$ cat src/design/pattern_pkg.sv
package pattern_pkg;

	//////////////////////////////
	// widths
	typedef logic [31:0] phase_t;     // one full turn per wrap
	typedef logic [9:0]  lut_addr_t;  // top phase bits
	typedef logic [7:0]  pixel_t;     // intensity byte
	typedef logic [5:0]  frame_t;

	//////////////////////////////
	// calibration sequence
	localparam int FRAME_COUNT      = 28;
	localparam int FRINGE_FRAMES    = 24;  // first flat frame
	localparam int PHASE_STEPS      = 8;   // steps per frequency group
	localparam int PROJ1_STEP_SHIFT = 29;  // eighth turn per step
	localparam int PROJ2_STEP_SHIFT = 30;  // quarter turn per step

	// 2^32/648, 2^32/108, 2^32/18 per line
	localparam phase_t PHASE_INC_TABLE [3] = '{32'd6628036, 32'd39768216, 32'd238609294};

	typedef struct packed {
		phase_t inc;     // added once per active line
		phase_t offset;  // phase of active line 0
	} phase_cfg_t;

	typedef struct packed {
		phase_cfg_t proj1;
		phase_cfg_t proj2;
	} dual_phase_cfg_t;

	typedef struct packed {
		logic hsync;
		logic vsync;
		logic de;
		logic line_end;   // last clock of a line
		logic frame_end;  // last clock of the last line
	} timing_strobes_t;

	// start delay before the projector trigger is let through
	typedef enum logic [1:0] {WAIT_ENABLE, ARMED, RUNNING} seq_state_t;

	function automatic lut_addr_t lut_index(phase_t phase);
		return phase[$bits(phase_t)-1 -: $bits(lut_addr_t)];
	endfunction

	// fringe frames: group picks the increment, step sets the offset
	function automatic phase_cfg_t phase_rule(frame_t frame, int step_shift);
		phase_cfg_t cfg;
		int         step;
		int         group;
		step  = int'(frame) % PHASE_STEPS;
		group = int'(frame) / PHASE_STEPS;
		if (int'(frame) >= FRINGE_FRAMES) begin
			cfg.inc    = '0;                 // flat frame
			cfg.offset = {frame[0], 31'd0};  // half turn on odd frames
		end else begin
			cfg.inc    = PHASE_INC_TABLE[group];
			cfg.offset = phase_t'(step) << step_shift;
		end
		return cfg;
	endfunction

	function automatic phase_cfg_t proj1_rule(frame_t frame);
		return phase_rule(frame, PROJ1_STEP_SHIFT);
	endfunction

	function automatic phase_cfg_t proj2_rule(frame_t frame);
		return phase_rule(frame, PROJ2_STEP_SHIFT);
	endfunction

endpackage

$ cat src/design/phase_accumulator.sv
`timescale 1ns/10ps

module phase_accumulator import pattern_pkg::*; (
	input  logic            CLK_50M,
	input  logic            reset,
	input  phase_cfg_t      cfg,
	input  timing_strobes_t timing,
	input  logic            first_line,  // row index still zero
	output phase_t          phase
);
	logic line_active;  // de seen on the current line
	logic active_now;

	assign active_now = line_active || timing.de;

	always_ff @(posedge CLK_50M) begin
		if (reset) begin
			phase       <= '0;
			line_active <= 1'b0;
		end else if (timing.line_end) begin
			line_active <= 1'b0;
			if (active_now)
				phase <= phase + cfg.inc;  // step to the next row
			else if (first_line)
				phase <= cfg.offset;       // blank rows preload the new frame
		end else if (timing.de) begin
			line_active <= 1'b1;
		end
	end

endmodule

$ cat config.mk
export PLATFORM = sky130hd
export DESIGN_NAME = phase_accumulator
export DESIGN_NICKNAME = d
export VERILOG_FILES = /design/src/design/pattern_pkg.sv /design/src/design/phase_accumulator.sv
export SDC_FILE = /design/constraint.sdc
export NUM_CORES = 1
export LEC_CHECK = 0
export BUFFER_PORTS_ARGS = -buffer_cell sky130_fd_sc_hd__buf_2
export CORE_UTILIZATION = 40
export CTS_CLUSTER_SIZE = 28
export DETAILED_ROUTE_END_ITERATION = 8
export PLACE_DENSITY = 0.67
export SLEW_MARGIN = 20
export SYNTH_ARGS = -nofsm -noshare
export SYNTH_HDL_FRONTEND = slang
export SYNTH_SLANG_ARGS = --single-unit
$ cat constraint.sdc
create_clock -name CLK_50M -period 4.5 [get_ports CLK_50M]
set_input_delay 0.675 -clock CLK_50M [delete_from_list [all_inputs] [get_ports CLK_50M]]
set_output_delay 0.675 -clock CLK_50M [all_outputs]
set_load 0.01 [all_outputs]
==> impl_metrics.csv <==
group,metric,value,unit
logic_synthesis,syn_nets,528,
logic_synthesis,ys_ff_latch,33,
clocking,cts_resized,0,
routing,drc,0,
logic_synthesis,synth-edff-count,0,
logic_synthesis,synth_area_leader_cell,"dfxtp_1",
routing,vias,3590,
logic_synthesis,synth.most_common_cell,"a21oi_1",
finish,layout-drive-gt1-share,24.8,%
logic_synthesis,syn_avg_cell_area,7.47,µm²
setup_path,arrival,3.30,ns
outcome,status,"complete, no violations",
logic_synthesis,synth_top_area_share,20.9,%
sta,setup_tns,0,ns
worst_hold_path,hold_path_class,"reg2reg",
global_route,grt_pass1_vias,3259,
global_route,grt_start_max_net_pins,35,
power,vdd_drop_max,0.115,mV
setup_path,crit_chain,"buf_2 > ha_1 > fa_1 > a21o_1 > nand4_1 > a21oi_1 > o31a_1 > o31ai_4 > o21ai_1 > or3_1 > a311oi_1",
placement,port_buffers,100,
clocking,clkTransAtPathRegs,0.08,ns
global_route,grt_usage,22.9,%
setup_path,critPathRequiredTime,4.71,ns
logic_synthesis,synth_top_flop_cell,"dfxtp_1",
clocking,cts_setup_buffers,0,
routing,ant_nets,0,
floorplanning,die_y,91.0,µm
clocking,cts_sinks,33,
floorplanning,start_util,41.2,%
setup_path,cp_slowest_cell,"fa_1",
logic_synthesis,synthDistinctLibCells,57,
floorplanning,placementRows,32,
power,power,1080,µW
sta,setup_violations,0,
logic_synthesis,postSynthCellCount,424,
logic_synthesis,synth_common_cells,"a21oi_1 (48), nand2_1 (47), nor2_1 (38)",
finish,area_delta_synth_final,20.9,%
clocking,cts_tree,"yes",
setup_path,crit_type,"in2reg",
global_route,grt_pass1_wl,15400,µm
floorplanning,die_area,8270,µm²
global_route,antenna_found_initial,0,
sta,final_hold_viol_count,0,
sta,slew_headroom,34.2,%
finish,insertedDiodeCount,0,
clocking,numCtsBuffers,5,
sta,rsz0062_at_grt,"no",
routing,dr.pass1.iters,4,
clocking,htree_levels,2,
placement,place.gp.congestion,0.893,
power,power.leakage,0.00176,µW
setup_path,crit_path_start_kind,"input pin",
routing,wl_per_cell,15.8,µm
routing,dr.first_iter.drc_count,172,
floorplanning,die_width,91.0,µm
routing,viasPerCell,5.85,
logic_synthesis,async_reset_ff_share,0,%
logic_synthesis,ys_seq_area_share,20.9,%
placement,place_hpwl,7290,µm
finish,final-seq-area,661,µm²
sta,max_slew.worst_pin.slew,0.983,ns
floorplanning,coreArea,7690,µm²
setup_path,crit_fanout,4,
power,pwr_density_cell,283,nW/µm²
logic_synthesis,yosys_warnings,0,
setup_path,critPathBufInv,1,
sta,fmax,324,MHz
sta,clock_skew,0.0125,ns
clocking,clk_path_buf_depth,2,
setup_path,critPathCaptureType,"register",
clocking,cts_root_buf,"clkbuf_8",
clocking,clk-insertion-delay-late,0.30,ns
floorplanning,ios,104,
setup_path,slowest_delay,0.42,ns
finish,multi_input_area,2380,µm²
flow_run,drv_cap,0,
sta,period_needed,3.09,ns
finish,nets,615,
sta,drv_slew,0,
global_route,grt_overflow,0,
logic_synthesis,synth.area.top_cells,"dfxtp_1 (21%), ha_1 (12%), a21oi_1 (7.6%)",
routing,wirelength,9700,µm
logic_synthesis,syn_area,3170,µm²
sta,min_period_over_period,68.6,%
clocking,holdBufCountCts,0,
finish,nFillCells,816,
setup_path,cpLargestDelayFamily,"compound AO/OA/AOI/OAI gates",
==> layer usage <==
| metal | global-route usage, % | vias to the layer above | wire length [µm] |
|---|---|---|---|
| met2 | 37.1 | 116 | 4460 |
| met3 | 2.51 | 15 | 527 |
| li1 | - | 1767 | - |
| met1 | 32.1 | 1692 | 4590 |
| met4 | 6.35 | 0 | 121 |
| met5 | 0 | - | 0 |
==> cells in the final DEF, fill, tap and decap left out, types with 5 or more instances in the layout <==
cell type  netlist  final
or3_1            6      6
xnor2_1         18     18
clkbuf_8         0      5
a21oi_1         48     48
buf_2            1    100
a221oi_1         7      7
ha_1            31     31
o21ai_1         12     11
nor2_1          38     36
nand4_1         11     11
o21ai_0         20     20
nor3_1           9      9
buf_4            0      5
nand2_1         47     47
nand3_1         10     10
inv_1            9      9
a21o_1          13     13
xor2_1           6      6
dfxtp_1         33     33
a211oi_1        11     11
a311oi_1         8      8
==> final timing paths <==
| check | startpoint | end | slack (ns) | cells after the start |
|---|---|---|---|---|
| setup reg to reg | phase[0] | phase[22] | 1.58 | 10 |
| hold / removal | phase[2] | phase[2] | 0.48 | 2 |
| setup / recovery | cfg[32] | phase[22] | 1.41 | 11 |
| hold reg to reg | phase[2] | phase[2] | 0.48 | 2 |
==> state kept, by name, summed over array words and instances, names as in the netlist <==
register     cells
phase           32
line_active      1
==> metrics by stage <==
stage	worst slack, ns	hold slack, ns	area (µm²)	instances	utilization [%]
6_report	1.41	0.481	3830	614	49.8
5_1_grt	1.21	0.517	3830	614	49.8
4_1_cts	1.43	0.485	3830	614	49.8
3_5_place_dp	1.14	0.474	3740	606	48.7
3_3_place_gp	1.18	0.468	3740	606	48.7
2_1_floorplan	1.54	0.492	3170	424	-
==> tightest hold or removal path: cells and delay by family (launching register included) <==
kind             cells  cell delay, ns
AO/OA/AOI/OAI        1            0.05
flip-flops           1            0.33
AND/OR/NAND/NOR      1            0.06
==> power breakdown <==
group	leakage (µW)	internal [µW]	total, µW	switching (µW)
sequential	0.000273	320	345	24.7
combinational	0.00144	212	500	288
clock	0.0000450	108	238	130
==> cells by family after synthesis <==
logic type	after synthesis	synth area share, %
xor gates and xnor gates	24	6.64
adders and majority gates	32	12.9
and+or+nand+nor	138	20.2
AOI/OAI and AO/OA	158	34.0
buffers and inverters	35	4.19
muxes	4	1.30
DFF	33	20.9
==> layout make-up <==
| cell class | count | share of cell area [%] |
|---|---|---|
| Timing Repair Buffer | 105 | 14.1 |
| Inverter | 10 | 0.981 |
| Multi-Input combinational cell | 356 | 62.2 |
| Clock buffer | 6 | 1.90 |
| Sequential cell | 33 | 17.3 |
| Clock inverter | 2 | 0.262 |
| Tap cell | 102 | 3.33 |
Note: power is estimated with default switching activity, not from simulation.
