==> src/design/pattern_pkg.sv <==
package pattern_pkg;

	//////////////////////////////
	// widths
	typedef logic [31:0] phase_t;     // one full turn per wrap
	typedef logic [9:0]  lut_addr_t;  // top phase bits
	typedef logic [7:0]  pixel_t;     // intensity byte
	typedef logic [5:0]  frame_t;

	//////////////////////////////
	// calibration sequence
	localparam int FRAME_COUNT      = 28;
	localparam int FRINGE_FRAMES    = 24;  // first flat frame
	localparam int PHASE_STEPS      = 8;   // steps per frequency group
	localparam int PROJ1_STEP_SHIFT = 29;  // eighth turn per step
	localparam int PROJ2_STEP_SHIFT = 30;  // quarter turn per step

	// 2^32/648, 2^32/108, 2^32/18 per line
	localparam phase_t PHASE_INC_TABLE [3] = '{32'd6628036, 32'd39768216, 32'd238609294};

	typedef struct packed {
		phase_t inc;     // added once per active line
		phase_t offset;  // phase of active line 0
	} phase_cfg_t;

	typedef struct packed {
		phase_cfg_t proj1;
		phase_cfg_t proj2;
	} dual_phase_cfg_t;

	typedef struct packed {
		logic hsync;
		logic vsync;
		logic de;
		logic line_end;   // last clock of a line
		logic frame_end;  // last clock of the last line
	} timing_strobes_t;

	// start delay before the projector trigger is let through
	typedef enum logic [1:0] {WAIT_ENABLE, ARMED, RUNNING} seq_state_t;

	function automatic lut_addr_t lut_index(phase_t phase);
		return phase[$bits(phase_t)-1 -: $bits(lut_addr_t)];
	endfunction

	// fringe frames: group picks the increment, step sets the offset
	function automatic phase_cfg_t phase_rule(frame_t frame, int step_shift);
		phase_cfg_t cfg;
		int         step;
		int         group;
		step  = int'(frame) % PHASE_STEPS;
		group = int'(frame) / PHASE_STEPS;
		if (int'(frame) >= FRINGE_FRAMES) begin
			cfg.inc    = '0;                 // flat frame
			cfg.offset = {frame[0], 31'd0};  // half turn on odd frames
		end else begin
			cfg.inc    = PHASE_INC_TABLE[group];
			cfg.offset = phase_t'(step) << step_shift;
		end
		return cfg;
	endfunction

	function automatic phase_cfg_t proj1_rule(frame_t frame);
		return phase_rule(frame, PROJ1_STEP_SHIFT);
	endfunction

	function automatic phase_cfg_t proj2_rule(frame_t frame);
		return phase_rule(frame, PROJ2_STEP_SHIFT);
	endfunction

endpackage

==> src/design/frame_sequencer.sv <==
`timescale 1ns/10ps

module frame_sequencer import pattern_pkg::*; (
	input  logic            CLK_50M,
	input  logic            reset,
	input  timing_strobes_t timing,
	input  logic            sync_in_1,    // low parks at the last frame
	input  logic            sync_in_2,    // high lets frames advance
	output frame_t          frame_index,
	output logic            frame_start,  // one clock, with the frame update
	output logic            sync_out_1,
	output logic            sync_out_2
);
	localparam frame_t LAST_FRAME = frame_t'(FRAME_COUNT - 1);

	seq_state_t state;
	seq_state_t state_next;
	frame_t     frame_next;
	logic       advance;

	assign advance = timing.frame_end && sync_in_1 && sync_in_2;

	//////////////////////////////
	// next frame and start delay
	always_comb begin
		frame_next = frame_index;
		state_next = state;
		if (!sync_in_1) begin
			frame_next = LAST_FRAME;  // next advance lands on frame 0
			state_next = WAIT_ENABLE;
		end else if (timing.frame_end) begin
			if (!sync_in_2) begin
				state_next = WAIT_ENABLE;  // hold, restart the delay
			end else begin
				frame_next = (frame_index == LAST_FRAME) ? '0 : frame_index + 1'b1;
				case (state)
					WAIT_ENABLE: state_next = ARMED;
					ARMED:       state_next = RUNNING;
					default:     state_next = RUNNING;
				endcase
			end
		end
	end

	always_ff @(posedge CLK_50M) begin
		if (reset) begin
			frame_index <= LAST_FRAME;
			state       <= WAIT_ENABLE;
			frame_start <= 1'b0;
			sync_out_2  <= 1'b0;
		end else begin
			frame_index <= frame_next;
			state       <= state_next;
			frame_start <= advance;
			sync_out_2  <= ((int'(frame_next) % PHASE_STEPS) == 1);  // step 1 trigger
		end
	end

	// camera trigger only once the delay has run out
	assign sync_out_1 = timing.vsync && (state == RUNNING);

endmodule

==> config.mk <==
export PLATFORM = sky130hd
export DESIGN_NAME = frame_sequencer
export DESIGN_NICKNAME = d
export VERILOG_FILES = /design/src/design/pattern_pkg.sv /design/src/design/frame_sequencer.sv
export SDC_FILE = /design/constraint.sdc
export NUM_CORES = 1
export LEC_CHECK = 0
export ABC_AREA = 1
export BUFFER_PORTS_ARGS = -buffer_cell sky130_fd_sc_hd__buf_4
export CAP_MARGIN = 20
export CORE_AREA = 2 2 39 41
export CTS_BUF_LIST = sky130_fd_sc_hd__clkbuf_2 sky130_fd_sc_hd__clkbuf_4 sky130_fd_sc_hd__clkbuf_8
export DETAILED_ROUTE_END_ITERATION = 8
export DIE_AREA = 0 0 41 43
export GPL_TIMING_DRIVEN = 0
export PLACE_DENSITY = 0.66
export SYNTH_ARGS = -nofsm -noshare
export SYNTH_HDL_FRONTEND = slang
export SYNTH_SLANG_ARGS = --single-unit
export TNS_END_PERCENT = 10
==> constraint.sdc <==
create_clock -name CLK_50M -period 1.3 [get_ports CLK_50M]
set_clock_uncertainty 0.05 [all_clocks]
set_input_delay 0.26 -clock CLK_50M [delete_from_list [all_inputs] [get_ports CLK_50M]]
set_output_delay 0.26 -clock CLK_50M [all_outputs]
set_load 0.01 [all_outputs]
==> impl_metrics.toml <==
[grt]
grt_antenna_before_repair = 0
grt_pass1_vias = 395
grt_pass1_wl_um = 1570
grt_max_degree = 9
grt_overflow = 0
grt_use_total = 0.132

[job]
max_cap_viol_count = 0

[sta]
timing_max_transition_violations_final = 0
grt_setup_unrepaired = "false"
worst_slack_setup_final_ns = 0.103
tns_ns = 0
slew-limit-headroom = 0.859
timing.hold.ws_ns = 0.140
min_period_ns = 1.20
setup_viol_count_final = 0
final.period_utilization = 0.921
worst_pin_slew_ns = 0.211
fmaxAchievable_mhz = 835
timing.final.hold_violations = 0

[yosys]
synthesis.area_um2 = 490
syn_inst = 75
netlist.top_cell.by_area = "sky130_fd_sc_hd__dfxtp_1"
synth.lib_cells_used.distinct = 16
synthesis.yosys.warnings = 0
post_synth.cell_area_avg_um2 = 6.54
async_flop_share = 0
synth_area_leaders = "sky130_fd_sc_hd__dfxtp_1 41%, sky130_fd_sc_hd__nand2_1 18%, sky130_fd_sc_hd__nand3_1 8.2%"
ys_flop_type = "sky130_fd_sc_hd__dfxtp_1"
syn_nets = 85
synth_seq_cells = 10
yosysMostFrequentCell = "sky130_fd_sc_hd__nand2_1"
seq_total_area_yosys = 0.408
synth_common_cells = "24 x sky130_fd_sc_hd__nand2_1, 10 x sky130_fd_sc_hd__dfxtp_1, 10 x sky130_fd_sc_hd__inv_1, 10 x sky130_fd_sc_hd__nor2_1, 8 x sky130_fd_sc_hd__nand3_1"
synth_top_cell_area_share = 0.408
synth_edf_count = 0

[critical_path]
critical_path.cell_chain = "nand2_1 > nor2_1 > buf_4"
critPathCaptureType = "output port"
worst-path-max-fanout = 3
r2r_end = "sync_out_2"
setup.worst_path.start_class = "register"
timing_worst_setup_path_type = "reg2out"
required_ns = 0.99
worst_r2r_start = "frame_index[0]"
r2r_slack_ns = 0.14
crit_slowest_cell = "sky130_fd_sc_hd__dfxtp_1"
worst_path_largest_cell_delay_ns = 0.36
timing.reg2reg.worst_path_depth = 8
critPathArrivalTime_ns = 0.89

[drt]
wl_per_cell_um = 9.09
detailedRoute.firstIterationViolations = 14
post_route_wl_um = 982
drt_drc_violations_left = 0
drtPass1Iterations = 4
antenna_violation_net_count_after_detailed_routing = 0
vias_per_cell = 4.65
detailroute.via_count = 502

[final_layout]
syn_to_final_growth_pct = 31.1
final_cells = 108
final_layout_size_suffix_gt1_frac = 0.283
diodes = 0
nNetsFinal = 104

[clocking]
ctsHoldBuffers = 0
cts-root-to-sink-buffers = 2
clk_pin_slew_ns = 0.07
numCtsBuffers = 3
latest_clock_arrival_within_the_worst_skew_pair_ns = 0.26
cts.root.buffer_cell = "sky130_fd_sc_hd__clkbuf_4"
tritoncts_clock_tree = "yes"
clock_sinks = 10
ctsHtreeMaxLevel = 1

[hold_path]
hold_path.startpoint = "reset"
worst_hold_check_path_type = "in2reg"
min_delay_worst_endpoint = "frame_index[2]"
worstHoldPathCells = 2

[place]
hpwl_um = 764
dpl.cell_count = 105
setup_slack_after_placement_ns = 0.0800
total_of_buffers_placed_on_input_and_output_ports = 14
final_weighted_congestion_in_routability_driven_placement = 0.726

[die]
rows = 14
starting_density_of_the_core = 0.354
die_w_um = 41
die-height_um = 43
core_area_um2 = 1380
dieArea_um2 = 1760
io_pins = 18

[power]
vdd.ir_drop.worst_mv = 0.445
power_density_nw_per_um2 = 977
power.leakage_nw = 0.326

[outcome]
run_status = "finished clean"
-- power breakdown --
part / leakage (nW) / internal, mW / switching [mW]
registers: 0.0805 / 0.316 / 0.00853
logic: 0.232 / 0.0400 / 0.0498
clock network: 0.0138 / 0.107 / 0.107
-- worst max-delay path by stage --
stage                              start          to  slack, ns  depth (start not counted)
final                           state[1]  sync_out_1       0.10                          3
after global routing      frame_index[0]  sync_out_2       0.03                          8
after CTS                 frame_index[0]  sync_out_2       0.07                          8
after detailed placement  frame_index[0]  sync_out_2       0.08                          8
after global placement    frame_index[0]  sync_out_2       0.09                          8
after floorplan           frame_index[0]  sync_out_2       0.11                          8
-- metal layers --
metal | track usage | part of all wire
met5 | 0 | 0
met4 | 0.0800 | 0.017
met3 | 0.0471 | 0.031
met2 | 0.172 | 0.48
met1 | 0.180 | 0.47
-- flip-flops by register name (all words and copies together), names as in the netlist --
name	count
frame_index	6
state	2
frame_start	1
sync_out_2	1
-- cell usage in the layout (no fill, tap or decap) --
cell type	instances
sky130_fd_sc_hd__nand2_1	24
sky130_fd_sc_hd__buf_4	14
sky130_fd_sc_hd__nor2_1	10
sky130_fd_sc_hd__inv_1	10
sky130_fd_sc_hd__nand3_1	8
sky130_fd_sc_hd__dfxtp_1	8
sky130_fd_sc_hd__clkbuf_4	3
sky130_fd_sc_hd__nor3_1	2
sky130_fd_sc_hd__nor2_2	2
sky130_fd_sc_hd__dfxtp_2	2
sky130_fd_sc_hd__nand2_2	1
sky130_fd_sc_hd__clkinv_1	1
sky130_fd_sc_hd__a21oi_1	1
sky130_fd_sc_hd__nor2_4	1
sky130_fd_sc_hd__o21ai_2	1
sky130_fd_sc_hd__inv_2	1
sky130_fd_sc_hd__nand4_1	1
sky130_fd_sc_hd__o21ai_0	1
sky130_fd_sc_hd__ha_2	1
-- kinds of logic after synthesis --
| kind of cell | synth area share |
|---|---|
| AO/OA/AOI/OAI | 0.0382 |
| flip-flops | 0.408 |
| AND/OR/NAND/NOR | 0.436 |
| adder cells (fa/ha/maj) | 0.0255 |
| buffers and inverters | 0.0918 |
-- what timing repair did --
action,4_1_cts,5_1_grt
setup buffers,0,0
hold endpoints to repair,0,0
setup endpoints to repair,0,1
resized for setup,0,3
-- worst max-delay path, delay by kind of cell, from the launching register on --
family / cells / cell delay (ns)
flip-flops: 1 / 0.36
AND/OR/NAND/NOR: 2 / 0.14
buffers and inverters: 1 / 0.12
-- layout make-up --
class,instances,area (um2)
clock buffers,3,22.5
fillers,156,741
well taps,16,20.0
inverters,12,45.0
multi-input cells,53,248
repair buffers,14,105
flip-flops and latches,10,203
-- per-stage QoR --
stage	instance area (um2)	power, mW	util
3_5_place_dp	616	0.421	0.445
5_1_grt	643	0.663	0.465
6_report	643	0.628	0.465
3_3_place_gp	616	0.420	0.445
2_1_floorplan	490	0.384	-
4_1_cts	638	0.633	0.461
Power figures use the tool's default switching activity.
