[config.mk]
export PLATFORM = sky130hd
export DESIGN_NAME = video_timing
export DESIGN_NICKNAME = d
export VERILOG_FILES = /design/src/design/pattern_pkg.sv /design/src/design/video_timing.sv
export SDC_FILE = /design/constraint.sdc
export NUM_CORES = 1
export LEC_CHECK = 0
export BUFFER_PORTS_ARGS = -buffer_cell sky130_fd_sc_hd__buf_2
export CAP_MARGIN = 20
export CELL_PAD_IN_SITES_DETAIL_PLACEMENT = 1
export CELL_PAD_IN_SITES_GLOBAL_PLACEMENT = 1
export CORE_UTILIZATION = 38
export CTS_CLUSTER_SIZE = 28
export DETAILED_ROUTE_END_ITERATION = 10
export PLACE_DENSITY = 0.71
export SYNTH_ARGS = -nofsm -noshare
export SYNTH_HDL_FRONTEND = slang
export SYNTH_SLANG_ARGS = --single-unit
[constraint.sdc]
create_clock -name CLK_50M -period 2 [get_ports CLK_50M]
set_clock_uncertainty 0.1 [all_clocks]
set_input_delay 0.4 -clock CLK_50M [delete_from_list [all_inputs] [get_ports CLK_50M]]
set_output_delay 0.4 -clock CLK_50M [all_outputs]
set_load 0.01 [all_outputs]
[src/design/pattern_pkg.sv]
package pattern_pkg;

	//////////////////////////////
	// widths
	typedef logic [31:0] phase_t;     // one full turn per wrap
	typedef logic [9:0]  lut_addr_t;  // top phase bits
	typedef logic [7:0]  pixel_t;     // intensity byte
	typedef logic [5:0]  frame_t;

	//////////////////////////////
	// calibration sequence
	localparam int FRAME_COUNT      = 28;
	localparam int FRINGE_FRAMES    = 24;  // first flat frame
	localparam int PHASE_STEPS      = 8;   // steps per frequency group
	localparam int PROJ1_STEP_SHIFT = 29;  // eighth turn per step
	localparam int PROJ2_STEP_SHIFT = 30;  // quarter turn per step

	// 2^32/648, 2^32/108, 2^32/18 per line
	localparam phase_t PHASE_INC_TABLE [3] = '{32'd6628036, 32'd39768216, 32'd238609294};

	typedef struct packed {
		phase_t inc;     // added once per active line
		phase_t offset;  // phase of active line 0
	} phase_cfg_t;

	typedef struct packed {
		phase_cfg_t proj1;
		phase_cfg_t proj2;
	} dual_phase_cfg_t;

	typedef struct packed {
		logic hsync;
		logic vsync;
		logic de;
		logic line_end;   // last clock of a line
		logic frame_end;  // last clock of the last line
	} timing_strobes_t;

	// start delay before the projector trigger is let through
	typedef enum logic [1:0] {WAIT_ENABLE, ARMED, RUNNING} seq_state_t;

	function automatic lut_addr_t lut_index(phase_t phase);
		return phase[$bits(phase_t)-1 -: $bits(lut_addr_t)];
	endfunction

	// fringe frames: group picks the increment, step sets the offset
	function automatic phase_cfg_t phase_rule(frame_t frame, int step_shift);
		phase_cfg_t cfg;
		int         step;
		int         group;
		step  = int'(frame) % PHASE_STEPS;
		group = int'(frame) / PHASE_STEPS;
		if (int'(frame) >= FRINGE_FRAMES) begin
			cfg.inc    = '0;                 // flat frame
			cfg.offset = {frame[0], 31'd0};  // half turn on odd frames
		end else begin
			cfg.inc    = PHASE_INC_TABLE[group];
			cfg.offset = phase_t'(step) << step_shift;
		end
		return cfg;
	endfunction

	function automatic phase_cfg_t proj1_rule(frame_t frame);
		return phase_rule(frame, PROJ1_STEP_SHIFT);
	endfunction

	function automatic phase_cfg_t proj2_rule(frame_t frame);
		return phase_rule(frame, PROJ2_STEP_SHIFT);
	endfunction

endpackage

[src/design/video_timing.sv]
`timescale 1ns/10ps

module video_timing import pattern_pkg::*; #(
	parameter int H_ACTIVE = 16,
	parameter int H_TOTAL  = 24,
	parameter int V_ACTIVE = 8,
	parameter int V_TOTAL  = 12
) (
	input  logic            CLK_50M,
	input  logic            reset,
	output timing_strobes_t timing,
	output logic [9:0]      line_index  // active line number, 0 in blanking
);
	localparam int H_W      = $clog2(H_TOTAL);
	localparam int V_W      = $clog2(V_TOTAL);
	localparam int V_BLANK  = V_TOTAL - V_ACTIVE;  // blank rows lead the frame
	localparam int HS_START = H_ACTIVE + (H_TOTAL - H_ACTIVE) / 4;
	localparam int HS_STOP  = H_ACTIVE + (H_TOTAL - H_ACTIVE) * 3 / 4;

	logic [H_W-1:0]  h_cnt;  // column
	logic [V_W-1:0]  v_cnt;  // row
	logic            h_last;
	logic            v_last;
	logic            v_active;
	timing_strobes_t strobes_next;

	assign h_last   = (h_cnt == H_W'(H_TOTAL - 1));
	assign v_last   = (v_cnt == V_W'(V_TOTAL - 1));
	assign v_active = (v_cnt >= V_W'(V_BLANK));

	//////////////////////////////
	// free running counters
	always_ff @(posedge CLK_50M) begin
		if (reset) begin
			h_cnt <= '0;
			v_cnt <= '0;
		end else begin
			h_cnt <= h_last ? '0 : h_cnt + 1'b1;
			if (h_last)
				v_cnt <= v_last ? '0 : v_cnt + 1'b1;
		end
	end

	// strobe decode, registered below so all bits line up
	always_comb begin
		strobes_next.hsync     = (h_cnt >= H_W'(HS_START)) && (h_cnt < H_W'(HS_STOP));
		strobes_next.vsync     = (v_cnt == '0);  // first blank row
		strobes_next.de        = (h_cnt < H_W'(H_ACTIVE)) && v_active;
		strobes_next.line_end  = h_last;
		strobes_next.frame_end = h_last && v_last;
	end

	always_ff @(posedge CLK_50M) begin
		if (reset) begin
			timing     <= '0;
			line_index <= '0;
		end else begin
			timing     <= strobes_next;
			line_index <= v_active ? 10'(v_cnt - V_W'(V_BLANK)) : 10'd0;
		end
	end

endmodule

==> results.txt <==
Status: completed
Fraction of layout instances using a drive strength above 1: 23.1%
CP Class: flip-flop to flip-flop
Global-route wire length before repair: 2.31 mm
Root Buffer: clkbuf_4
Pin count of the biggest net entering global routing: 14
Area contributors post-synth: dfxtp_1 50%, ha_1 9.8%, buf_4 4.9%, nor3_1 4.6%, nor2_1 3.4%
Total grt overflow: 0
Vias in the first global route: 544
Fillers: 223
CP max stage cell: or4b_1
Hold Path Class: input port to flip-flop
Post-CTS Hold Buffers: 0
IO Pins: 17
Switching power: 0.161 mW
Port bufs: 16
Cell Chain, Critical Path: ha_1 -> nand4b_2 -> or4b_1 -> a31oi_1
WP data required: 2.14 ns
Antenna Nets Post-Route: 0
Clock-pin slew on the worst setup and hold paths: 0.11 ns
Post-CTS sizing: 0
Initial Util: 42.4%
Total Routing Usage GR: 14.9%
Startpoint types: flip-flop
Area of the multi-input gates: 312 µm²
Achievable Freq: 593 MHz
Clk pwr share: 30.0%
H-Tree Depth: 1
Routed len/inst: 11.8 µm
Die Wd: 46.8 µm
Max-Cap Viols: 0
Maximum VDD drop: 0.332 mV
Nets@finish: 100
Num CTS Buffers: 3
Worst skew pair latency: 0.30 ns
GP Congestion: 0.720
Vias: 574
Leak: 0.390 nW
Register area: 380 µm²
Clock period minus worst slack: 1.69 ns
Switching Fraction: 24.9%
Final Slew Violations: 0
Synth unique cells: 24
Seq/Total Area, Yosys: 49.8%
Hold Vio Cnt, Final: 0
FF+latch count, synth: 19
Yosys Warn Count: 0
Dpl hpwl: 1.02 mm
Power Density: 764 nW/µm²
Number of diodes: 0
Mean post-synth cell area: 9.79 µm²
Register share of total power: 62.2%
Syn Inst Count: 78
Cell internal pwr: 0.487 mW
Area grow syn2layout: 11.3%
Post-synth top area share: 49.8%
Initial antenna violation count: 0
Syn nets: 86
Number of post-CTS setup repair buffers: 0
Kind of end point of the critical path: flip-flop
Final Power: 0.649 mW
TritonRoute pass-1 iters: 4
Synth area leader: dfxtp_1
Post-route clock period utilization: 84.4%
Number of remaining DRC errors: 0
CTS tree: done
Height of the die: 46.8 µm
Die area: 2190 µm²
Combinational power share: 7.8%
Clock tree buffer depth: 2
Drt via density: 4.95
CTS sink cnt: 19
Endpoints failing setup: 0
Data arrival, critical path: 1.82 ns
Core ar.: 1800 µm²
TNS Setup: 0 ns
Post-synthesis instance area: 763 µm²
RSZ-0062 raised after global routing: false
Row count: 15
DRT iter0 DRCs: 6
Critical path fanouts, max: 5
Critical path's largest stage delay: 0.52 ns
Total wire length: 1.37 mm
-- flip-flops by register name (all words and copies together) (netlist names) --
| signal | cells |
|---|---|
| line_index | 5 |
| h_cnt | 5 |
| v_cnt | 4 |
| timing | 5 |
-- critical path, delay by kind of cell (launching register included) --
family / cells / cell delay [ns]
AO/OA/AOI/OAI: 1 / 0.17
flip-flops: 1 / 0.40
AND/OR/NAND/NOR: 2 / 0.68
adder cells (fa/ha/maj): 1 / 0.29
-- kinds of logic after synthesis --
logic type / count (synthesis) / synth area share, %
and+or+nand+nor: 31 / 22.1
buffers and inverters: 12 / 9.34
adders and majority gates: 6 / 9.84
xor gates and xnor gates: 2 / 2.30
DFF: 19 / 49.8
AOI/OAI and AO/OA: 7 / 6.07
other: 1 / 0.491
-- placed cells by master, fill, tap and decap left out --
| cell | netlist | layout |
|---|---|---|
| dfxtp_1 | 19 | 19 |
| buf_2 | 0 | 16 |
| nor2_1 | 7 | 7 |
| nor3_1 | 7 | 7 |
| nand2_1 | 6 | 6 |
| ha_1 | 6 | 6 |
| inv_1 | 5 | 5 |
| nand3_1 | 5 | 5 |
| a21oi_1 | 3 | 3 |
| clkbuf_4 | 0 | 3 |
| and4b_1 | 1 | 1 |
| a21o_1 | 1 | 1 |
| nand4b_2 | 1 | 1 |
| or2b_1 | 1 | 1 |
| xnor2_1 | 1 | 1 |
| nand4b_1 | 1 | 1 |
| or4b_1 | 1 | 1 |
| a31oi_1 | 1 | 1 |
| or3b_1 | 1 | 1 |
| a211oi_1 | 1 | 1 |
| a2bb2o_1 | 1 | 1 |
| xor2_1 | 1 | 1 |
| clkinv_2 | 0 | 1 |
| conb_1 | 1 | 1 |
-- power by group through the flow --
stage / clock network, mW / registers, mW / logic [mW]
after detailed placement: 0 / 0.412 / 0.0515
after global placement: 0 / 0.411 / 0.0491
after CTS: 0.202 / 0.403 / 0.0518
final: 0.195 / 0.403 / 0.0508
after global routing: 0.212 / 0.406 / 0.0598
after floorplan: 0 / 0.412 / 0.0410
-- layout make-up --
| cell class | instances | area share [%] |
|---|---|---|
| Clock inverter | 1 | 0.589 |
| Clock buffer | 3 | 2.65 |
| Tap cell | 25 | 3.68 |
| Inverter | 5 | 2.21 |
| Multi-Input combinational cell | 47 | 36.7 |
| Timing Repair Buffer | 16 | 9.43 |
| Sequential cell | 19 | 44.8 |
-- Yosys cell counts --
master	instances
nand4b_1	1
or4b_1	1
xor2_1	1
or3b_1	1
or2b_1	1
xnor2_1	1
nor2_1	7
nand3_1	5
nand4b_2	1
clkbuf_1	1
dfxtp_1	19
nor3_1	7
and4b_1	1
buf_4	5
a21o_1	1
ha_1	6
a211oi_1	1
a21oi_1	3
a2bb2o_1	1
buf_6	1
a31oi_1	1
conb_1	1
nand2_1	6
inv_1	5
-- metrics by stage --
| stage | worst slack [ns] | area [µm²] | util (%) | hold slack (ns) | std cells |
|---|---|---|---|---|---|
| global route | 0.225 | 850 | 47.2 | 0.348 | 116 |
| detailed placement | 0.302 | 822 | 45.6 | 0.358 | 112 |
| finish | 0.312 | 850 | 47.2 | 0.316 | 116 |
| floorplan | 0.431 | 763 | - | 0.330 | 78 |
| CTS | 0.291 | 850 | 47.2 | 0.314 | 116 |
| global placement | 0.381 | 822 | 45.6 | 0.350 | 112 |
-- worst paths after layout --
kind              slack [ns]  cells after the start        end      from
setup reg to reg        0.31                      4   v_cnt[3]  h_cnt[1]
hold / removal          0.32                      2  timing[3]     reset
setup / recovery        0.31                      4   v_cnt[3]  h_cnt[1]
hold reg to reg         0.37                      1   h_cnt[0]  h_cnt[0]
-- layer usage --
metal / part of all wire [%] / global-route usage (%) / routed length [µm]
met1: 48 / 17.7 / 657
met3: 4.8 / 2.31 / 65
met5: 0 / 0 / 0
met4: 0.88 / 6.86 / 12
met2: 46 / 26.1 / 629
(Power assumes the default switching activity.)
