[src/design/pattern_pkg.sv]
package pattern_pkg;

	//////////////////////////////
	// widths
	typedef logic [31:0] phase_t;     // one full turn per wrap
	typedef logic [9:0]  lut_addr_t;  // top phase bits
	typedef logic [7:0]  pixel_t;     // intensity byte
	typedef logic [5:0]  frame_t;

	//////////////////////////////
	// calibration sequence
	localparam int FRAME_COUNT      = 28;
	localparam int FRINGE_FRAMES    = 24;  // first flat frame
	localparam int PHASE_STEPS      = 8;   // steps per frequency group
	localparam int PROJ1_STEP_SHIFT = 29;  // eighth turn per step
	localparam int PROJ2_STEP_SHIFT = 30;  // quarter turn per step

	// 2^32/648, 2^32/108, 2^32/18 per line
	localparam phase_t PHASE_INC_TABLE [3] = '{32'd6628036, 32'd39768216, 32'd238609294};

	typedef struct packed {
		phase_t inc;     // added once per active line
		phase_t offset;  // phase of active line 0
	} phase_cfg_t;

	typedef struct packed {
		phase_cfg_t proj1;
		phase_cfg_t proj2;
	} dual_phase_cfg_t;

	typedef struct packed {
		logic hsync;
		logic vsync;
		logic de;
		logic line_end;   // last clock of a line
		logic frame_end;  // last clock of the last line
	} timing_strobes_t;

	// start delay before the projector trigger is let through
	typedef enum logic [1:0] {WAIT_ENABLE, ARMED, RUNNING} seq_state_t;

	function automatic lut_addr_t lut_index(phase_t phase);
		return phase[$bits(phase_t)-1 -: $bits(lut_addr_t)];
	endfunction

	// fringe frames: group picks the increment, step sets the offset
	function automatic phase_cfg_t phase_rule(frame_t frame, int step_shift);
		phase_cfg_t cfg;
		int         step;
		int         group;
		step  = int'(frame) % PHASE_STEPS;
		group = int'(frame) / PHASE_STEPS;
		if (int'(frame) >= FRINGE_FRAMES) begin
			cfg.inc    = '0;                 // flat frame
			cfg.offset = {frame[0], 31'd0};  // half turn on odd frames
		end else begin
			cfg.inc    = PHASE_INC_TABLE[group];
			cfg.offset = phase_t'(step) << step_shift;
		end
		return cfg;
	endfunction

	function automatic phase_cfg_t proj1_rule(frame_t frame);
		return phase_rule(frame, PROJ1_STEP_SHIFT);
	endfunction

	function automatic phase_cfg_t proj2_rule(frame_t frame);
		return phase_rule(frame, PROJ2_STEP_SHIFT);
	endfunction

endpackage

[src/design/phase_planner.sv]
`timescale 1ns/10ps

module phase_planner import pattern_pkg::*; (
	input  logic            CLK_50M,
	input  logic            reset,
	input  frame_t          frame_index,
	input  logic            frame_start,
	output dual_phase_cfg_t cfg
);
	dual_phase_cfg_t cfg_next;

	//////////////////////////////
	// per frame phase rules
	always_comb begin
		cfg_next.proj1 = proj1_rule(frame_index);  // eighth turn steps
		cfg_next.proj2 = proj2_rule(frame_index);  // quarter turn steps
	end

	// held for the whole frame, accumulators pick it up in the blank rows
	always_ff @(posedge CLK_50M) begin
		if (reset)
			cfg <= '0;
		else if (frame_start)
			cfg <= cfg_next;
	end

endmodule

[config.mk]
export PLATFORM = sky130hd
export DESIGN_NAME = phase_planner
export DESIGN_NICKNAME = d
export VERILOG_FILES = /design/src/design/pattern_pkg.sv /design/src/design/phase_planner.sv
export SDC_FILE = /design/constraint.sdc
export NUM_CORES = 1
export LEC_CHECK = 0
export ABC_AREA = 1
export BUFFER_PORTS_ARGS = -buffer_cell sky130_fd_sc_hd__buf_2
export CORE_MARGIN = 3
export CORE_UTILIZATION = 37
export DETAILED_ROUTE_END_ITERATION = 10
export GPL_TIMING_DRIVEN = 0
export PLACE_DENSITY = 0.82
export SKIP_LAST_GASP = 1
export SYNTH_ARGS = -nofsm -noshare
export SYNTH_HDL_FRONTEND = slang
export SYNTH_SLANG_ARGS = --single-unit
[constraint.sdc]
create_clock -name CLK_50M -period 0.8 [get_ports CLK_50M]
set_input_delay 0.08 -clock CLK_50M [delete_from_list [all_inputs] [get_ports CLK_50M]]
set_output_delay 0.08 -clock CLK_50M [all_outputs]
set_load 0.005 [all_outputs]
==> results.yml, run 1 <==
outcome:
  status: "finished, violations left"
  violations: "negative setup slack"
power_and_ir_drop:
  switching_share_pct: 28.2
  internal_power_mw: 1.34
  fin_total_pwr_mw: 1.87
  p_sw_mw: 0.528
  vdd_drop_max_v: 0.000446
  p_leak_nw: 1.45
  clock_power_share_pct: 30.5
  combinationalPowerShare_pct: 38.1
  pwr_density_cell_nw_per_um2: 840
  p_seq_share_pct: 31.3
timing:
  hold_ws_ns: 0.0614
  setup_slack_ns: -0.162
  finalMaxSlewViolations: 0
  fin_crit_sh_pct: 120
  finalCriticalPeriod_ns: 0.962
  fin_setup_tns_ns: -4.77
  hold_violations: 0
  setup_viol: 40
  max_freq_mhz: 1040
  rsz0062_at_grt: "yes"
  fin_worst_skew_ns: 0
finish:
  fin_util_pct: 63.7
  drive_gt1_share_pct: 59.4
  largestRegisters: "cfg: 11 flops"
  area_delta_synth_final_pct: 58.5
  diodes: 0
  nets: 332
  final_area_sq_um: 2230
  regMostFlops: "cfg"
  largest_reg_flops: 11
  final_cell_mix: "104 x buf_4, 79 x conb_1, 40 x buf_2, 28 x buf_6, 20 x nand2_1"
  stdcell_count: 364
  final_common_cell: "buf_4"
floorplanning:
  die_w_um: 67.6
  fp-row-count: 21
  die_h_um: 67.6
  initial_utilization_pct: 40.2
  fp.coreArea_sq_um: 3490
  io-pin-count: 137
  die-area_sq_um: 4570
worst_setup_path:
  rr_endpoint: "cfg[31]"
  rrSetupSlack_ns: 0.05
  required_ns: 0.72
  cp.arrival_ns: 0.88
  endpoint_kind: "output pin"
  ff2ff_path_depth: 3
  crit_type: "register to output pin"
  path_max_fanout: 13
  setup.worst_path.start_class: "register"
  r2r-start: "cfg[31]"
routing:
  drc: 0
  firstDrtPassIters: 3
  ant_nets: 0
  initialDrtViolationCount: 7
  routedWlPerCell_um: 7.98
  viasPerCell: 3.24
  via_count: 1180
  drt-total-wl_mm: 2.91
placed_design:
  preCtsSetupSlack_ns: -0.0839
  port_buffers: 55
  hpwlAfterDp_mm: 2.42
  finalWeightedCongestion: 0.764
  placed_cell_area_sq_um: 2030
  placedCellCount: 362
logic_synthesis:
  ys_types: 18
  ys_seq_elements: 11
  yosys_warnings: 0
  syn-mean-instance-area_sq_um: 7.68
  synth_top_area_cell: "buf_4"
  synthTopCellsByArea: "buf_4 63%, dfxtp_1 16%, nand2_1 5.3%, ha_1 3.6%, a21oi_1 2.8%"
  netlist_area_sq_um: 1410
  synthCells: 183
  yosysSeqAreaShare_pct: 15.7
  synth_top_area_share_pct: 62.5
cts:
  cts_hold_buf: 0
  clk_pin_slew_ns: 0.05
  cts_buffer_depth: 2
  cts_sinks: 11
  cts.htree.levels: 1
  clk_latency_ns: 0.24
  cts_made_buffers: 3
  root_buffer: "clkbuf_8"
  tritoncts: "yes"
global_route:
  grt.total_usage_pct: 11.5
  grt_max_degree: 14
  grt_pass1_wl_mm: 4.02
  grt_overflow: 0
  grt_pass1_vias: 992
  antenna_found_initial: 0
hold_path:
  hold_depth: 2
  min-delay-start: "frame_start"
  min_to: "cfg[94]"
  hold_path.class: "input port to register"
run:
  max_cap_viol_count: 0
## logic make-up (layout without fill, tap and decap cells)
logic type               Yosys count  in the layout  synth area share (%)
AND/OR/NAND/NOR                   30             30                  10.2
AO/OA/AOI/OAI                     11             11                  4.45
buffers and inverters            126            183                  65.9
adder cells (fa/ha/maj)            4              4                  3.56
flip-flops                        11             11                  15.7
other                              1             79                 0.267
## critical path, stage by stage, from the launching register on
cell and delay (ns):
dfxtp_4 0.41, buf_4 0.13, buf_2 0.11
## cells in the mapped netlist
library cell and number:
or2_0 1, a21oi_1 8, nor2_8 1, nor2_1 2, inv_1 6, a21oi_2 2, inv_6 1, ha_1 4
o21ai_0 1, nand4_1 1, nand3_1 3, buf_6 1, conb_1 1, buf_2 1, buf_4 117, nand2_2 2
nand2_1 20, dfxtp_1 11
## worst max-delay path by stage
stage	start	endpoint	slack (ns)	cells after the start
6_report	cfg[121]	cfg[99]	-0.16	2
4_1_cts	cfg[121]	cfg[47]	-0.15	2
3_3_place_gp	cfg[121]	cfg[47]	-0.06	2
2_1_floorplan	cfg[121]	cfg[121]	0.03	2
5_1_grt	cfg[121]	cfg[99]	-0.19	2
3_5_place_dp	frame_index[3]	cfg[117]	-0.08	7
## final cells by class
type	count	area (sq um)
Multi-Input combinational cell	124	552
Buffer	117	921
Fill cell	305	1270
Inverter	7	31.3
Tap cell	46	57.6
Sequential cell	11	245
Timing Repair Buffer	55	375
Clock buffer	4	45.0
## power by group through the flow
| stage | Clock, mW | Sequential [mW] | Combinational, mW |
|---|---|---|---|
| 6_report | 0.571 | 0.586 | 0.714 |
| 5_1_grt | 0.589 | 0.592 | 0.796 |
| 4_1_cts | 0.575 | 0.587 | 0.690 |
| 3_5_place_dp | 0 | 0.607 | 0.660 |
| 3_3_place_gp | 0 | 0.606 | 0.656 |
| 2_1_floorplan | 0 | 0.606 | 0.544 |
## metal layers
metal	part of all wire, %	up-vias	track usage (%)
met4	1.8	0	6.08
met1	30	460	10.1
met2	54	80	23.8
li1	-	635	-
met5	0	-	0
met3	14	5	2.16
## repair_timing
item | CTS | global route
pin swaps | 0 | 1
buffers inserted | 0 | 0
setup endpoints to repair | 46 | 43
gates resized for setup | 41 | 0
No activity file was read; power rests on OpenSTA's default activity.
==> run 2, diff against run 1 <==
--- a/config.mk
+++ b/config.mk
@@ -8,10 +8,11 @@
 export ABC_AREA = 1
 export BUFFER_PORTS_ARGS = -buffer_cell sky130_fd_sc_hd__buf_2
 export CORE_MARGIN = 3
-export CORE_UTILIZATION = 37
+export CORE_UTILIZATION = 40
+export CTS_CLUSTER_DIAMETER = 100
 export DETAILED_ROUTE_END_ITERATION = 10
 export GPL_TIMING_DRIVEN = 0
-export PLACE_DENSITY = 0.82
+export PLACE_DENSITY = 0.88
 export SKIP_LAST_GASP = 1
 export SYNTH_ARGS = -nofsm -noshare
 export SYNTH_HDL_FRONTEND = slang
==> constraint.sdc (replaced) <==
create_clock -name CLK_50M -period 1.12 [get_ports CLK_50M]
set_input_delay 0.112 -clock CLK_50M [delete_from_list [all_inputs] [get_ports CLK_50M]]
set_output_delay 0.112 -clock CLK_50M [all_outputs]
set_load 0.005 [all_outputs]
==> run 2 against run 1 <==
Compared with the run above: the flow now finishes without violations; flip-flop and latch count is the same; combinational power shrank 31%; die area shrank 6.8%; clock power shrank 52%; sequential power shrank 28%; critical path depth is the same; first-iteration DRC count grew to 4.4 times the previous value; worst setup slack gained 0.27 ns; critical path type unchanged; critical endpoint is now cfg[116]; highest routed layer unchanged.
==> results.yml, run 2 (synthesis gave the netlist of run 1 again) <==
finish:
  diodes: 0
  final_cell_mix: "117 x buf_4, 79 x conb_1, 56 x buf_2, 20 x nand2_1, 8 x a21oi_1"
  drive_gt1_share_pct: 58.4
  multiInputGateArea_sq_um: 552
  seqCellArea_sq_um: 228
  stdcell_count: 364
  largestRegisters: "cfg: 11 flops"
  regMostFlops: "cfg"
  largest_reg_flops: 11
  nets: 334
  nFillCells: 282
  area_delta_synth_final_pct: 46.7
  fin_util_pct: 64.4
  final_common_cell: "buf_4"
routing:
  via_count: 1184
  initialDrtViolationCount: 31
  firstDrtPassIters: 3
  routedWlPerCell_um: 7.65
  drt-total-wl_mm: 2.78
  viasPerCell: 3.25
  drc: 0
  ant_nets: 0
floorplanning:
  die_h_um: 65.3
  die_w_um: 65.3
  initial_utilization_pct: 43.9
  io-pin-count: 137
  fp.coreArea_sq_um: 3200
  fp-row-count: 20
  die-area_sq_um: 4260
timing:
  max_freq_mhz: 988
  fin_setup_tns_ns: 0
  rsz0062_at_grt: "no"
  hold_violations: 0
  fin_crit_sh_pct: 90.4
  setup_viol: 0
  finalMaxSlewViolations: 0
  fin_worst_skew_ns: 0
  finalCriticalPeriod_ns: 1.01
  hold_ws_ns: 0.0712
worst_setup_path:
  required_ns: 1.01
  crit_type: "register to output pin"
  endpoint_kind: "output pin"
  setup.worst_path.start_class: "register"
  cp.arrival_ns: 0.90
  path_max_fanout: 13
cts:
  cts_post_setup_buffers_inserted: 0
  clk_latency_ns: 0.27
  clk_pin_slew_ns: 0.07
  tritoncts: "yes"
  root_buffer: "clkbuf_4"
  cts_buffer_depth: 2
  cts_sinks: 11
  cts.htree.levels: 1
  cts_hold_buf: 0
  cts_made_buffers: 3
  cts_resized: 3
placed_design:
  hpwlAfterDp_mm: 2.52
  placedCellCount: 360
  finalWeightedCongestion: 0.774
  port_buffers: 55
global_route:
  grt.total_usage_pct: 12.0
  grt_pass1_wl_mm: 4.11
  antenna_found_initial: 0
  grt-busiest-layer: "met2"
  grt_overflow: 0
  grt_max_degree: 14
  met1_usage_pct: 11.4
  use_met2_pct: 23.5
  grt_pass1_vias: 1007
  grt_util_met3_pct: 4.27
outcome:
  status: "finished, final reports clean"
power_and_ir_drop:
  pwr_density_cell_nw_per_um2: 575
  vdd_drop_max_v: 0.000270
  p_leak_nw: 1.43
  fin_total_pwr_mw: 1.19
run:
  max_cap_viol_count: 0
hold_path:
  hold_path.class: "input port to register"
run 2: stage by stage:
step / setup WS [ns] / instance area [sq um]
after global routing: 0.0451 / 2060
after floorplan: 0.340 / 1700
after global placement: 0.224 / 2030
final: 0.108 / 2060
after CTS: 0.0395 / 2060
after detailed placement: 0.194 / 2030
run 2: final timing paths:
kind | start | to | slack [ns] | cells past startpoint
max reg2reg | cfg[31] | cfg[31] | 0.39 | 3
min reg2reg | cfg[30] | cfg[30] | 0.48 | 2
min | frame_start | cfg[94] | 0.07 | 2
max | cfg[121] | cfg[116] | 0.11 | 2
run 2: layout make-up:
| type | count | area share, % |
|---|---|---|
| inverters | 7 | 1.52 |
| well taps | 44 | 2.67 |
| repair buffers | 55 | 13.3 |
| plain buffers | 119 | 43.4 |
| clock buffers | 4 | 1.27 |
| multi-input cells | 124 | 26.8 |
| flip-flops and latches | 11 | 11.0 |
run 2: report_power, final:
part	internal [mW]	switching (mW)	total (mW)
clock	0.138	0.136	0.273
combinational	0.291	0.198	0.490
sequential	0.406	0.0166	0.423
total	0.835	0.351	1.19
run 2: layer usage:
| layer | vias up | wire length [um] |
|---|---|---|
| met2 | 78 | 1430 |
| met5 | - | 0 |
| met4 | 0 | 31 |
| li1 | 637 | - |
| met1 | 464 | 887 |
| met3 | 5 | 431 |
run 2: critical path, stage by stage, from the launching register on:
cell	delay (ns)
dfxtp_4	0.38
buf_4	0.14
buf_2	0.12
==> run 3, diff against run 2 <==
--- a/config.mk
+++ b/config.mk
@@ -13,6 +13,7 @@
 export DETAILED_ROUTE_END_ITERATION = 10
 export GPL_TIMING_DRIVEN = 0
 export PLACE_DENSITY = 0.88
+export SETUP_SLACK_MARGIN = 0.2
 export SKIP_LAST_GASP = 1
 export SYNTH_ARGS = -nofsm -noshare
 export SYNTH_HDL_FRONTEND = slang
==> constraint.sdc (replaced) <==
create_clock -name CLK_50M -period 1.2 [get_ports CLK_50M]
set_input_delay 0.12 -clock CLK_50M [delete_from_list [all_inputs] [get_ports CLK_50M]]
set_output_delay 0.12 -clock CLK_50M [all_outputs]
set_load 0.005 [all_outputs]
==> run 3 against run 2 <==
Compared with the run above: critical path depth unchanged; count of clock-buffer cells in the layout is the same; first-iteration DRC count decreased by 42%; global-route usage increased by 0.072 points; clock skew unchanged; register-to-register slack improved by 0.08 ns; power fell by 5.9%; cell count stayed put; sequential share of layout area is 0.16 points higher; non-clock buffer count stayed put; die area is the same.
==> results.yml, run 3 (synthesis gave the netlist of run 1 again) <==
worst_setup_path:
  setup.worst_path.start_class: "register"
  required_ns: 1.08
  rrSetupSlack_ns: 0.47
  ff2ff_path_depth: 3
  cp.arrival_ns: 0.90
  path_max_fanout: 13
  crit_type: "register to output pin"
  endpoint_kind: "output pin"
finish:
  nFillCells: 255
  largestRegisters: "cfg: 11 flops"
  fin_util_pct: 67.7
  diodes: 0
  final_common_cell: "buf_4"
  area_delta_synth_final_pct: 54.2
  drive_gt1_share_pct: 59.1
  stdcell_count: 364
  largest_reg_flops: 11
  nets: 334
  regMostFlops: "cfg"
  final_cell_mix: "108 x buf_4, 79 x conb_1, 47 x buf_2, 20 x nand2_1, 19 x buf_6"
floorplanning:
  fp.coreArea_sq_um: 3200
  die-area_sq_um: 4260
  die_w_um: 65.3
  fp-row-count: 20
  die_h_um: 65.3
  io-pin-count: 137
  initial_utilization_pct: 43.9
cts:
  tritoncts: "yes"
  cts_resized: 9
  cts_hold_buf: 0
  cts_post_setup_buffers_inserted: 0
  cts_sinks: 11
  cts_buffer_depth: 2
  clk_latency_ns: 0.27
  root_buffer: "clkbuf_4"
  cts.htree.levels: 1
  clk_pin_slew_ns: 0.07
  cts_made_buffers: 3
routing:
  via_count: 1198
  viasPerCell: 3.29
  ant_nets: 0
  drt-total-wl_mm: 3.01
  drc: 0
  routedWlPerCell_um: 8.26
  firstDrtPassIters: 4
  initialDrtViolationCount: 18
timing:
  rsz0062_at_grt: "yes"
  finalCriticalPeriod_ns: 1.02
  setup_viol: 0
  fin_crit_sh_pct: 85.2
  max_freq_mhz: 978
  fin_worst_skew_ns: 0
  finalMaxSlewViolations: 0
  fin_setup_tns_ns: 0
  hold_violations: 0
global_route:
  grt_pass1_vias: 1016
  antenna_found_initial: 0
  grt_pass1_wl_mm: 4.14
  grt_overflow: 0
  grt_max_degree: 14
  grt.total_usage_pct: 12.1
power_and_ir_drop:
  internal_power_mw: 0.783
  clock_power_share_pct: 22.8
  switching_share_pct: 29.8
  p_leak_nw: 1.45
  p_sw_mw: 0.332
  p_seq_share_pct: 34.8
  pwr_density_cell_nw_per_um2: 515
  combinationalPowerShare_pct: 42.4
  vdd_drop_max_v: 0.000242
placed_design:
  hpwlAfterDp_mm: 2.52
  finalWeightedCongestion: 0.774
  port_buffers: 55
  placedCellCount: 360
run:
  max_cap_viol_count: 0
hold_path:
  hold_depth: 2
  hold_path.class: "input port to register"
outcome:
  status: "finished, final reports clean"
## run 3: changes by cell type in the layout (fill, tap and decap cells not counted)
| cell | before | now |
|---|---|---|
| buf_4 | 117 | 108 |
| buf_2 | 56 | 47 |
| dfxtp_2 | 3 | 0 |
| dfxtp_4 | 1 | 6 |
| dfxtp_1 | 7 | 5 |
| buf_6 | 1 | 19 |
## run 3: stage by stage
stage,setup WS [ns],total power [mW],cell area (sq um),hold slack [ns]
floorplan,0.412,0.767,1700,0.263
global placement,0.296,0.842,2030,0.356
detailed placement,0.266,0.847,2030,0.359
CTS,0.167,1.10,2070,0.0777
global route,0.127,1.19,2170,0.0825
finish,0.178,1.12,2170,0.0800
## run 3: worst paths after layout
| check | from | to |
|---|---|---|
| worst min register to register | cfg[103] | cfg[103] |
| worst max-delay path | cfg[121] | cfg[52] |
| worst max register to register | cfg[31] | cfg[31] |
| worst min-delay path | frame_start | cfg[94] |
## run 3: power groups by stage
stage / registers [mW] / clock network, mW / logic (mW)
after floorplan: 0.404 / 0 / 0.363
after global placement: 0.404 / 0 / 0.439
after detailed placement: 0.405 / 0 / 0.442
after CTS: 0.392 / 0.262 / 0.444
after global routing: 0.391 / 0.277 / 0.525
final: 0.388 / 0.254 / 0.473
## run 3: worst max-delay path, cell delays in order, from the launching register on
cell     delay [ns]
dfxtp_4        0.39
buf_4          0.14
buf_2          0.11
## run 3: area by class of cell
cell class                      instances  area, sq um  share of cell area [%]
Buffer                                119          928                    42.8
Clock buffer                            4         26.3                    1.21
Inverter                                7         31.3                    1.44
Multi-Input combinational cell        124          552                    25.5
Sequential cell                        11          243                    11.2
Tap cell                               44         55.1                    2.54
Timing Repair Buffer                   55          332                    15.3
## run 3: per-layer routing
layer,up-vias,wire length (um),track usage (%)
met3,2,408,4.27
met4,0,19,4.15
met1,479,978,11.5
met2,79,1600,23.6
li1,638,-,-
met5,-,0,0
